[src/source/prefetch_cfg.svh]
// Build-time sizes for the prefetch buffer
// FIFO depth must stay at 3 or more, one slot is kept for the request in flight
`ifndef PREFETCH_CFG_SVH
`define PREFETCH_CFG_SVH

////////////////////////////////////////////////////////////
// Widths
////////////////////////////////////////////////////////////

// Byte address into instruction memory
`define PF_ADDR_W 32

// One memory word, holds two halfwords
`define PF_WORD_W 32

// Word entries in the fetch FIFO
`define PF_FIFO_DEPTH 4

`endif

[src/source/prefetch_pkg.sv]
// Shared types of the prefetch buffer
// Widths come from the cfg header
`default_nettype none

`include "prefetch_cfg.svh"

package prefetch_pkg;

  ////////////////////////////////////////////////////////////
  // Data types
  ////////////////////////////////////////////////////////////

  // Byte address, bit 1 selects the halfword
  typedef logic [`PF_ADDR_W-1:0] addr_t;

  // Raw memory word
  typedef logic [`PF_WORD_W-1:0] word_t;

  // Memory-side fetch FSM
  typedef enum logic [1:0] {FETCH_IDLE, FETCH_WAIT_GNT, FETCH_WAIT_RVALID,
                            FETCH_WAIT_ABORTED} fetch_state_e;

endpackage

`default_nettype wire

[src/source/fetch_ctrl.sv]
// Memory request FSM, at most one request outstanding
// A branch without req_i high is not remembered
`timescale 1ns/100ps
`default_nettype none

`include "prefetch_cfg.svh"

module fetch_ctrl import prefetch_pkg::*; (
  input  wire   clk,
  input  wire   rst_n,
  // Core control
  input  logic  req_i,
  input  logic  branch_i,
  input  addr_t branch_addr_i,
  // FIFO has space for one more word
  input  logic  room_i,
  // Instruction memory
  output logic  instr_req_o,
  output addr_t instr_addr_o,
  input  logic  instr_gnt_i,
  input  logic  instr_rvalid_i,
  // Toward FIFO and aligner
  output logic  push_o,
  output addr_t push_addr_o,
  output logic  busy_o
);

  fetch_state_e state_q, state_d;

  // Address of the last issued request, keeps bit 1 of a branch target
  addr_t addr_q;
  addr_t next_addr;
  addr_t req_addr;
  logic  addr_load;

  ////////////////////////////////////////////////////////////
  // Sequential address
  ////////////////////////////////////////////////////////////

  // Word after the last request
  assign next_addr = {addr_q[`PF_ADDR_W-1:2], 2'b00} + `PF_ADDR_W'(4);

  // Memory only sees word addresses
  assign instr_addr_o = {req_addr[`PF_ADDR_W-1:2], 2'b00};

  // Returning word belongs to the stored request
  assign push_addr_o = addr_q;

  assign busy_o = (state_q != FETCH_IDLE) || instr_req_o;

  ////////////////////////////////////////////////////////////
  // Next state and request outputs
  ////////////////////////////////////////////////////////////

  always_comb begin
    state_d     = state_q;
    instr_req_o = 1'b0;
    req_addr    = next_addr;
    push_o      = 1'b0;
    addr_load   = 1'b0;

    case (state_q)
      // Nothing outstanding
      FETCH_IDLE: begin
        if (branch_i) begin
          req_addr = branch_addr_i;
        end
        // Branch may always issue, sequential only with room
        if (req_i && (room_i || branch_i)) begin
          instr_req_o = 1'b1;
          addr_load   = 1'b1;
          state_d     = instr_gnt_i ? FETCH_WAIT_RVALID : FETCH_WAIT_GNT;
        end
      end

      // Request up, no grant yet
      FETCH_WAIT_GNT: begin
        instr_req_o = 1'b1;
        req_addr    = addr_q;
        // Not granted, so the target can still be swapped
        if (branch_i) begin
          req_addr  = branch_addr_i;
          addr_load = 1'b1;
        end
        state_d = instr_gnt_i ? FETCH_WAIT_RVALID : FETCH_WAIT_GNT;
      end

      // Granted, data still on its way
      FETCH_WAIT_RVALID: begin
        if (branch_i) begin
          req_addr = branch_addr_i;
        end
        if (req_i && (room_i || branch_i)) begin
          if (instr_rvalid_i) begin
            // Back-to-back: store word and issue the next one
            instr_req_o = 1'b1;
            push_o      = 1'b1;
            addr_load   = 1'b1;
            state_d     = instr_gnt_i ? FETCH_WAIT_RVALID : FETCH_WAIT_GNT;
          end else if (branch_i) begin
            // Old data must still drain, park the target
            addr_load = 1'b1;
            state_d   = FETCH_WAIT_ABORTED;
          end
        end else if (instr_rvalid_i) begin
          // No new request wanted or no room
          push_o  = 1'b1;
          state_d = FETCH_IDLE;
        end
      end

      // Dropping the rvalid of an aborted request
      FETCH_WAIT_ABORTED: begin
        req_addr = addr_q;
        if (branch_i) begin
          req_addr  = branch_addr_i;
          addr_load = 1'b1;
        end
        // Aborted word is thrown away, target goes out now
        if (instr_rvalid_i) begin
          instr_req_o = 1'b1;
          state_d     = instr_gnt_i ? FETCH_WAIT_RVALID : FETCH_WAIT_GNT;
        end
      end

      default: begin
        state_d = FETCH_IDLE;
      end
    endcase
  end

  ////////////////////////////////////////////////////////////
  // Registers
  ////////////////////////////////////////////////////////////

  always_ff @(posedge clk or negedge rst_n) begin
    if (!rst_n) begin
      state_q <= FETCH_IDLE;
      addr_q  <= '0;
    end else begin
      state_q <= state_d;
      if (addr_load) begin
        addr_q <= req_addr;
      end
    end
  end

  // Pending request keeps its address unless a new branch replaces it
  a_req_addr_stable: assert property (
    @(posedge clk) disable iff (!rst_n)
    (instr_req_o && !instr_gnt_i) ##1 !branch_i |-> instr_req_o && $stable(instr_addr_o)
  );

endmodule

`default_nettype wire

[src/source/fetch_fifo.sv]
// Word FIFO with bypass of the incoming word on both output ports
// Clear empties it at the next edge, a push in the same cycle is lost
`timescale 1ns/100ps
`default_nettype none

`include "prefetch_cfg.svh"

module fetch_fifo import prefetch_pkg::*; (
  input  wire   clk,
  input  wire   rst_n,
  input  logic  clear_i,
  input  logic  push_i,
  input  word_t push_data_i,
  output logic  room_o,
  input  logic  pop_i,
  output word_t head_o,
  output word_t next_o,
  output logic  head_valid_o,
  output logic  next_valid_o
);

  localparam int DEPTH = `PF_FIFO_DEPTH;

  // Entry 0 is the head
  word_t             data_q [DEPTH];
  word_t             data_d [DEPTH];
  logic  [DEPTH-1:0] valid_q;
  logic  [DEPTH-1:0] valid_d;
  logic              placed;

  ////////////////////////////////////////////////////////////
  // Output ports
  ////////////////////////////////////////////////////////////

  // Empty FIFO shows the word arriving now
  assign head_o       = valid_q[0] ? data_q[0] : push_data_i;
  assign head_valid_o = valid_q[0] || push_i;

  // Second word, bypassed when only the head is stored
  assign next_o       = valid_q[1] ? data_q[1] : push_data_i;
  assign next_valid_o = valid_q[1] || (valid_q[0] && push_i);

  // Keep one slot free for the word in flight
  assign room_o = !valid_q[DEPTH-2];

  ////////////////////////////////////////////////////////////
  // Push then pop
  ////////////////////////////////////////////////////////////

  always_comb begin
    data_d  = data_q;
    valid_d = valid_q;
    placed  = 1'b0;

    // First free slot takes the new word
    if (push_i) begin
      for (int i = 0; i < DEPTH; i++) begin
        if (!valid_q[i] && !placed) begin
          data_d[i]  = push_data_i;
          valid_d[i] = 1'b1;
          placed     = 1'b1;
        end
      end
    end

    // Shift everything down one word
    if (pop_i) begin
      for (int i = 0; i < DEPTH-1; i++) begin
        data_d[i]  = data_d[i+1];
        valid_d[i] = valid_d[i+1];
      end
      valid_d[DEPTH-1] = 1'b0;
    end
  end

  always_ff @(posedge clk or negedge rst_n) begin
    if (!rst_n) begin
      valid_q <= '0;
    end else if (clear_i) begin
      valid_q <= '0;
    end else begin
      valid_q <= valid_d;
    end
  end

  // Word storage
  always_ff @(posedge clk) begin
    data_q <= data_d;
  end

  // Overflow only if the controller ignored room_o
  a_no_overflow: assert property (
    @(posedge clk) disable iff (!rst_n)
    push_i |-> (!valid_q[DEPTH-1] || clear_i)
  );

endmodule

`default_nettype wire

[src/source/instr_aligner.sv]
// Cuts 16-bit and 32-bit instructions out of the FIFO word stream
// PC is taken from the first word pushed after a clear
`timescale 1ns/100ps
`default_nettype none

`include "prefetch_cfg.svh"

module instr_aligner import prefetch_pkg::*; (
  input  wire   clk,
  input  wire   rst_n,
  input  logic  clear_i,
  input  logic  push_i,
  input  addr_t push_addr_i,
  // FIFO heads
  input  word_t head_i,
  input  word_t next_i,
  input  logic  head_valid_i,
  input  logic  next_valid_i,
  output logic  pop_o,
  // Core port
  output logic  valid_o,
  input  logic  ready_i,
  output word_t rdata_o,
  output addr_t addr_o
);

  addr_t pc_q;
  logic  pc_valid_q;
  addr_t pc;
  addr_t pc_next;
  logic  is_compressed;
  logic  take;

  ////////////////////////////////////////////////////////////
  // Current instruction
  ////////////////////////////////////////////////////////////

  // Before the first word lands the PC comes from the push
  assign pc       = pc_valid_q ? pc_q : push_addr_i;
  assign addr_o   = pc;

  // Upper half of head joined with lower half of next
  assign rdata_o = pc[1] ? {next_i[15:0], head_i[31:16]} : head_i;

  // RVC: low two bits not both one
  assign is_compressed = (rdata_o[1:0] != 2'b11);

  // Next word only needed when a 32-bit instruction straddles
  // FIFO and PC flag clear together, so a head word implies a known PC
  always_comb begin
    valid_o = head_valid_i;
    if (pc[1] && !is_compressed) begin
      valid_o = valid_o && next_valid_i;
    end
  end

  ////////////////////////////////////////////////////////////
  // PC update
  ////////////////////////////////////////////////////////////

  // Branch in the same cycle cancels the handshake
  assign take = valid_o && ready_i && !clear_i;

  assign pc_next = pc + (is_compressed ? `PF_ADDR_W'(2) : `PF_ADDR_W'(4));

  // Leaving the head word when ending at or past its upper half
  assign pop_o = take && (pc[1] || !is_compressed);

  always_ff @(posedge clk or negedge rst_n) begin
    if (!rst_n) begin
      pc_q       <= '0;
      pc_valid_q <= 1'b0;
    end else if (clear_i) begin
      pc_valid_q <= 1'b0;
    end else if (take) begin
      pc_q       <= pc_next;
      pc_valid_q <= 1'b1;
    end else if (push_i && !pc_valid_q) begin
      // Latch the branch target even if not taken yet
      pc_q       <= push_addr_i;
      pc_valid_q <= 1'b1;
    end
  end

  // Stalled output holds across the bypass-to-stored handover
  a_hold_on_stall: assert property (
    @(posedge clk) disable iff (!rst_n)
    (valid_o && !ready_i && !clear_i) |=>
      valid_o && $stable(addr_o) && $stable(rdata_o[15:0]) &&
      (is_compressed || $stable(rdata_o[31:16]))
  );

endmodule

`default_nettype wire

[src/source/prefetch_buffer.sv]
// Instruction prefetch buffer, req/gnt/rvalid memory side, valid/ready core side
// branch_i must be a single-cycle pulse with req_i high
`timescale 1ns/100ps
`default_nettype none

`include "prefetch_cfg.svh"

module prefetch_buffer import prefetch_pkg::*; (
  input  wire   clk,
  input  wire   rst_n,
  // Core control
  input  logic  req_i,
  input  logic  branch_i,
  input  addr_t addr_i,
  // Instruction out
  input  logic  ready_i,
  output logic  valid_o,
  output word_t rdata_o,
  output addr_t addr_o,
  // Instruction memory
  output logic  instr_req_o,
  input  logic  instr_gnt_i,
  output addr_t instr_addr_o,
  input  word_t instr_rdata_i,
  input  logic  instr_rvalid_i,
  // Status
  output logic  busy_o
);

  logic  fifo_room;
  logic  fifo_push;
  addr_t push_addr;
  word_t fifo_head;
  word_t fifo_next;
  logic  fifo_head_valid;
  logic  fifo_next_valid;
  logic  fifo_pop;

  ////////////////////////////////////////////////////////////
  // Controller, FIFO, aligner chain
  ////////////////////////////////////////////////////////////

  fetch_ctrl u_fetch_ctrl (
    .clk            (clk),
    .rst_n          (rst_n),
    .req_i          (req_i),
    .branch_i       (branch_i),
    .branch_addr_i  (addr_i),
    .room_i         (fifo_room),
    .instr_req_o    (instr_req_o),
    .instr_addr_o   (instr_addr_o),
    .instr_gnt_i    (instr_gnt_i),
    .instr_rvalid_i (instr_rvalid_i),
    .push_o         (fifo_push),
    .push_addr_o    (push_addr),
    .busy_o         (busy_o)
  );

  // Read data goes straight into storage
  fetch_fifo u_fetch_fifo (
    .clk          (clk),
    .rst_n        (rst_n),
    .clear_i      (branch_i),
    .push_i       (fifo_push),
    .push_data_i  (instr_rdata_i),
    .room_o       (fifo_room),
    .pop_i        (fifo_pop),
    .head_o       (fifo_head),
    .next_o       (fifo_next),
    .head_valid_o (fifo_head_valid),
    .next_valid_o (fifo_next_valid)
  );

  instr_aligner u_instr_aligner (
    .clk          (clk),
    .rst_n        (rst_n),
    .clear_i      (branch_i),
    .push_i       (fifo_push),
    .push_addr_i  (push_addr),
    .head_i       (fifo_head),
    .next_i       (fifo_next),
    .head_valid_i (fifo_head_valid),
    .next_valid_i (fifo_next_valid),
    .pop_o        (fifo_pop),
    .valid_o      (valid_o),
    .ready_i      (ready_i),
    .rdata_o      (rdata_o),
    .addr_o       (addr_o)
  );

endmodule

`default_nettype wire

[config.mk]
export PLATFORM = sky130hd
export DESIGN_NAME = prefetch_buffer
export DESIGN_NICKNAME = d
export VERILOG_FILES = /design/src/source/prefetch_pkg.sv /design/src/source/fetch_ctrl.sv /design/src/source/fetch_fifo.sv /design/src/source/instr_aligner.sv /design/src/source/prefetch_buffer.sv
export VERILOG_INCLUDE_DIRS = /design/src /design/src/source
export SDC_FILE = /design/constraint.sdc
export NUM_CORES = 1
export LEC_CHECK = 0
export BUFFER_PORTS_ARGS = -buffer_cell sky130_fd_sc_hd__buf_2
export CORE_MARGIN = 4
export CORE_UTILIZATION = 59
export CTS_CLUSTER_SIZE = 8
export DETAILED_ROUTE_END_ITERATION = 10
export PLACE_DENSITY = 0.82
export SYNTH_ARGS = -nofsm -noshare
export SYNTH_HDL_FRONTEND = slang
export SYNTH_SLANG_ARGS = --single-unit
[constraint.sdc]
create_clock -name clk -period 5.4 [get_ports clk]
set_clock_uncertainty 0.05 [all_clocks]
set_input_delay 0.54 -clock clk [delete_from_list [all_inputs] [get_ports clk]]
set_output_delay 0.54 -clock clk [all_outputs]
set_load 0.05 [all_outputs]
; ---- Yosys cells after proc, flatten, opt, wreduce, memory -nomap -nowiden
; Cells that the tools add are included.
[word_totals]
wordCells = 110
out_inout_bits = 99
regBits = 199
input_bits = 71
[op_classes]
eq_ne = 10
n_addsub = 2
mux = 49
bitwise = 1
reduce_logical = 37
[ops]
columns = operator, count
row1 = $mux 32, 10
row2 = $mux 128, 1
row3 = $mux 96, 1
row4 = $pmux 32 s2, 1
row5 = $add 32x3->32 const B, 1
row6 = $add 32x32->32, 1
row7 = $mux 1, 21
row8 = $mux 16, 1
row9 = $mux 2, 7
row10 = $mux 4, 3
row11 = $logic_and 1x1->1, 11
row12 = $logic_not 1->1, 9
row13 = $pmux 2 s4, 1
row14 = $ne 3x3->1 const B, 2
row15 = $reduce_and 2->1, 3
row16 = $reduce_bool 2->1, 3
row17 = $reduce_bool 3->1, 2
row18 = $logic_or 1x1->1, 5
row19 = $eq 2x2->1 const B, 2
row20 = $ne 2x1->1 const B, 2
row21 = $ne 2x2->1 const B, 2
row22 = $pmux 1 s4, 1
row23 = $reduce_and 4->1, 1
row24 = $reduce_or 2->1, 2
row25 = 6 further kinds, 6

; ---- Logic depth before layout (Yosys ltp)
[logic_depth]
depth_word = 17
depth_mapped = 18
depth_no_buf = 14

; ---- By module
; A second synthesis with hierarchy kept.
[unflattened]
hier_cells = 1408
area_unflattened_um2 = 12898.6
[by_module_without_submodules]
columns = mod, n_inst, seq_area_each_um2, cells_each, area_per_inst_um2
row1 = fetch_fifo, 1, 2982.9, 666, 6593.8
row2 = instr_aligner, 1, 825.8, 375, 3344.5
row3 = fetch_ctrl, 1, 850.8, 367, 2960.3

; ---- Worst setup path after synthesis
; OpenSTA, ideal clock, no wires.
[synth_timing]
path_kind = reg2reg
from = register u_instr_aligner.pc_valid_q
to = register u_fetch_fifo.valid_q[0]
t_arrival_ns = 4.323
slack_ns = 0.949
stages_incl_launch_ff = 17
required_time_ns = 5.271
setup_ns = 0.079
period_less_slack_ns = 4.451
path_buffers = 5
cell_sequence = dfrtp_1 > buf_4 > buf_6 > mux2i_1 > clkbuf_1 > a21oi_1 > nand2_1 > inv_1 > ha_1 > nor2b_1 > maj3_2 > or3_1 > buf_2 > buf_6 > nand2_1 > o21ai_0 > a21oi_1
[synth_between]
elab_chain_cells = 11
elab_cells_between_ends = 15
cone_classes = 2 x eq/ne / 5 x mux / 8 x reduce/logical
[synth_lines]
columns = element, line_no
row1 = from (decl), instr_aligner.sv:28  ; logic pc_valid_q;
row2 = from (signal assigned), instr_aligner.sv:72  ; pc_valid_q <= 1'b0;
row3 = from (signal assigned), instr_aligner.sv:74  ; pc_valid_q <= 1'b0;
row4 = from (signal assigned), instr_aligner.sv:77  ; pc_valid_q <= 1'b1;
row5 = $mux 32 (*), instr_aligner.sv:39  ; assign pc = pc_valid_q ? pc_q : push_addr_i;
row6 = $mux 32 (*), instr_aligner.sv:43  ; assign rdata_o = pc[1] ? {next_i[15:0], head_i[31:16]} : head_i;
row7 = net rdata_o[0], prefetch_buffer.sv:18  ; output word_t rdata_o,
row8 = $ne 2x2->1 (*), instr_aligner.sv:46  ; assign is_compressed = (rdata_o[1:0] != 2'b11);
row9 = $logic_not 1->1 (*), "instr_aligner.sv:52, instr_aligner.sv:67"
row10 = $logic_and 1x1->1, instr_aligner.sv:52  ; if (pc[1] && !is_compressed) begin
row11 = $mux 1, instr_aligner.sv:52
row12 = $logic_and 1x1->1 (2 in a row), instr_aligner.sv:62  ; assign take = valid_o && ready_i && !clear_i;
row13 = $logic_and 1x1->1 (*), instr_aligner.sv:67  ; assign pop_o = take && (pc[1] || !is_compressed);
row14 = "$ne 3x3->1 (no line), or another cell as far along", n/a
row15 = $reduce_and 2->1 (no line) or $mux 4 (tied branches), n/a
row16 = to (signal assigned), fetch_fifo.sv:82  ; valid_q <= valid_d;
row17 = to (decl), fetch_fifo.sv:27  ; logic [DEPTH-1:0] valid_q;
; The timed path passes the listed nets; every way through them passes the cells marked *.
; A chain may end at the register's enable or synchronous reset.

==> reports/metrics.csv <==
metric;value;unit
Peak VDD IR;397;µV
via count;10900;
# port buffers;167;
Post-DP HPWL;22800;µm
minimum clock period;4.16;ns
vias in the first global route;10200;
Max-Cap Viols;0;
clk root buf;clkbuf_16;
First-pass DRT Iterations;7;
hold crit path type;in2async;
Startpoint Class;flop;
crit-path max FO;51;
Clock Latency Late Sink;0.45;ns
CP Capture Type;flop;
sequential element share of the synthesized area;0.384;
Placeable Area;0.0202;mm²
ys async rst share;0.357;
post-synthesis average cell area;8.58;µm²
Int Power;0.00387;W
Worst setup startpoint;u_fetch_fifo.valid_q[0];
Area contributors post-synth;dfxtp_1 (16%), dfrtp_1 (15%), mux2_2 (8.1%), edfxtp_1 (7.9%), o21ai_0 (5.3%);
setup tns final;0;ns
Post-Syn Area;0.0121;mm²
Critical Path RT;5.73;ns
Clock power frac;0.176;
Final Hold Viols;0;
grt ovf;0;
Sw Pwr;0.00416;W
status;completed;
RSZ-0062 raised after global routing;false;
relative slew slack;0.110;
worst slew pin tran;1.33;ns
initial antenna violation count;2;
Final setup viols;0;
fin. max-slew vios;0;
final wirelength;33600;µm
Hold-fix buffers, CTS;0;
CTS Buf Count;17;
clk slew on worst S/H paths;0.08;ns
CTS tree;done;
power per cell area;599;mW/mm²
Post-synth EDFFs;32;
std cell rows;52;
GP Congestion;0.903;
Yosys top cell area share;0.158;
vias per inst;6.21;
clk buf depth;2;
maximum clock frequency;241;MHz
first-pass GRT wire length;52900;µm
Synth warnings;0;
Ports;170;
Pleak;5.35;nW
DIE HEIGHT;151;µm
critical path type;reg2reg;
area grow syn2layout;10.6;%
Initial Util;0.599;
Post-CTS Setup Bufs;0;
Global Route Usage Sum;0.288;
1st-iter DRT viols;1192;
die width;151;µm
Die ar.;0.0229;mm²
period utilization;0.770;
H-tree depth;4;
WL/cell;19.1;µm
post-route ant nets;0;
Core Util, Final;0.663;
CTS resizes;0;
post-synth cell types;75;
crit path DAT;4.48;ns
maximum number of pins on one net before global-route repair;88;
# clock sinks;199;
flops & latches, synth;199;
fraction of layout cells with a size suffix above 1;0.227;
drt drc;0;
Synth Instances;1413;
worst r2r src;u_fetch_fifo.valid_q[0];
Flop pwr share;0.315;
Synth Flop Type;dfxtp_1;
Combinational Power Share;0.509;
nets;1556;
Yosys top cell by area;dfxtp_1;
Net Sw Frac;0.518;
final timing paths:
check                                                   end  slack (ns)  cells past startpoint
worst min-delay path            u_fetch_ctrl.push_addr_o[6]        0.18                      1
worst max-delay path                u_fetch_fifo.data_q[80]        1.24                     13
min in group clk                    u_fetch_fifo.data_q[22]        0.30                      2
worst max register to register      u_fetch_fifo.data_q[80]        1.24                     13
max in group asynchronous        u_instr_aligner.pc_valid_q        4.45                      1
worst min register to register       u_fetch_fifo.data_q[4]        0.44                      1
metal layers:
layer | GRT usage | share of wire | vias to the layer above
met2 | 0.483 | 0.47 | 550
met3 | 0.0533 | 0.092 | 74
li1 | - | - | 5160
met1 | 0.379 | 0.41 | 5152
met4 | 0.0884 | 0.025 | 4
met5 | 0 | 0.00062 | -
power groups by stage:
stage          logic (W)  clock network, W  registers, W
2_1_floorplan    0.00349                 0       0.00220
3_3_place_gp     0.00397                 0       0.00250
3_5_place_dp     0.00405                 0       0.00252
4_1_cts          0.00407           0.00141       0.00250
5_1_grt          0.00438           0.00148       0.00259
6_report         0.00409           0.00141       0.00253
through the flow:
stage | std cells | hold WS (ns) | total power [W] | setup slack (ns) | cell area [µm²]
6_report | 1763 | 0.182 | 0.00803 | 1.24 | 13400
5_1_grt | 1762 | 0.267 | 0.00845 | 0.972 | 13400
4_1_cts | 1762 | 0.216 | 0.00799 | 1.31 | 13400
3_5_place_dp | 1730 | 0.421 | 0.00657 | 1.40 | 12800
3_3_place_gp | 1730 | 0.413 | 0.00647 | 1.50 | 12800
2_1_floorplan | 1414 | 0.194 | 0.00569 | 0.949 | 12100
area by class of cell:
type,instances,area (µm²)
diodes,1,2.50
clock buffers,17,425
clock inverters,15,231
fillers,1621,6820
inverters,52,195
multi-input cells,1016,6530
flip-flops and latches,199,4660
well taps,270,338
repair buffers,193,1030
worst max-delay path, cell delays in order (launching register included):
cell,delay (ns)
dfrtp_2,0.66
o21ai_0,0.27
nor2_1,0.15
a21oi_1,0.07
nand2_1,0.16
inv_1,0.11
ha_1,0.20
nor2b_1,0.13
maj3_2,0.37
or3_2,0.69
buf_4,0.37
o21ai_4,0.44
o22ai_1,0.20
nor2_1,0.16
cells by family after synthesis:
group                    count (synthesis)  share of synthesized area
AO/OA/AOI/OAI                          373                      0.188
XOR/XNOR                                42                     0.0303
adder cells (fa/ha/maj)                  7                    0.00774
buffers and inverters                  199                     0.0826
flip-flops                             199                      0.384
multiplexers                           147                      0.131
other                                    1                   0.000309
AND/OR/NAND/NOR                        445                      0.176
synthesized netlist by cell type, types with 30 or more instances:
cell / count
dfrtp_1: 71
nand3_1: 60
o21ai_1: 31
nor2_1: 134
nand2_1: 129
a21oi_1: 49
o22ai_1: 49
buf_2: 35
dfxtp_1: 96
o21ai_0: 129
edfxtp_1: 32
mux2_2: 87
mux2i_1: 59
xnor2_1: 30
a22oi_1: 44
clkbuf_1: 56
inv_1: 52
buf_4: 40
cells in the final DEF, fill, tap and decap left out, types with 11 or more instances in the layout:
cell | netlist | layout
mux2i_1 | 59 | 57
inv_1 | 52 | 52
and3_1 | 11 | 11
nand3_1 | 60 | 60
mux2_2 | 87 | 87
nand4_1 | 24 | 24
a31oi_1 | 12 | 12
buf_4 | 40 | 27
dfxtp_1 | 96 | 96
xnor2_1 | 30 | 30
clkbuf_16 | 0 | 17
edfxtp_1 | 32 | 32
o21ai_0 | 129 | 128
nor2_1 | 134 | 131
xor2_1 | 12 | 12
buf_2 | 35 | 166
dfrtp_1 | 71 | 69
nand2_1 | 129 | 129
a21oi_1 | 49 | 49
nor3_1 | 24 | 24
o22ai_1 | 49 | 49
o21ai_1 | 31 | 31
a22oi_1 | 44 | 44
state kept, by name, summed over array words and instances (netlist names):
| signal | flops |
|---|---|
| u_instr_aligner.pc_valid_q | 1 |
| u_fetch_ctrl.state_q | 2 |
| u_instr_aligner.pc_q | 32 |
| u_fetch_fifo.data_q | 128 |
| u_fetch_ctrl.push_addr_o | 32 |
| u_fetch_fifo.valid_q | 4 |
Power figures use the tool's default switching activity.
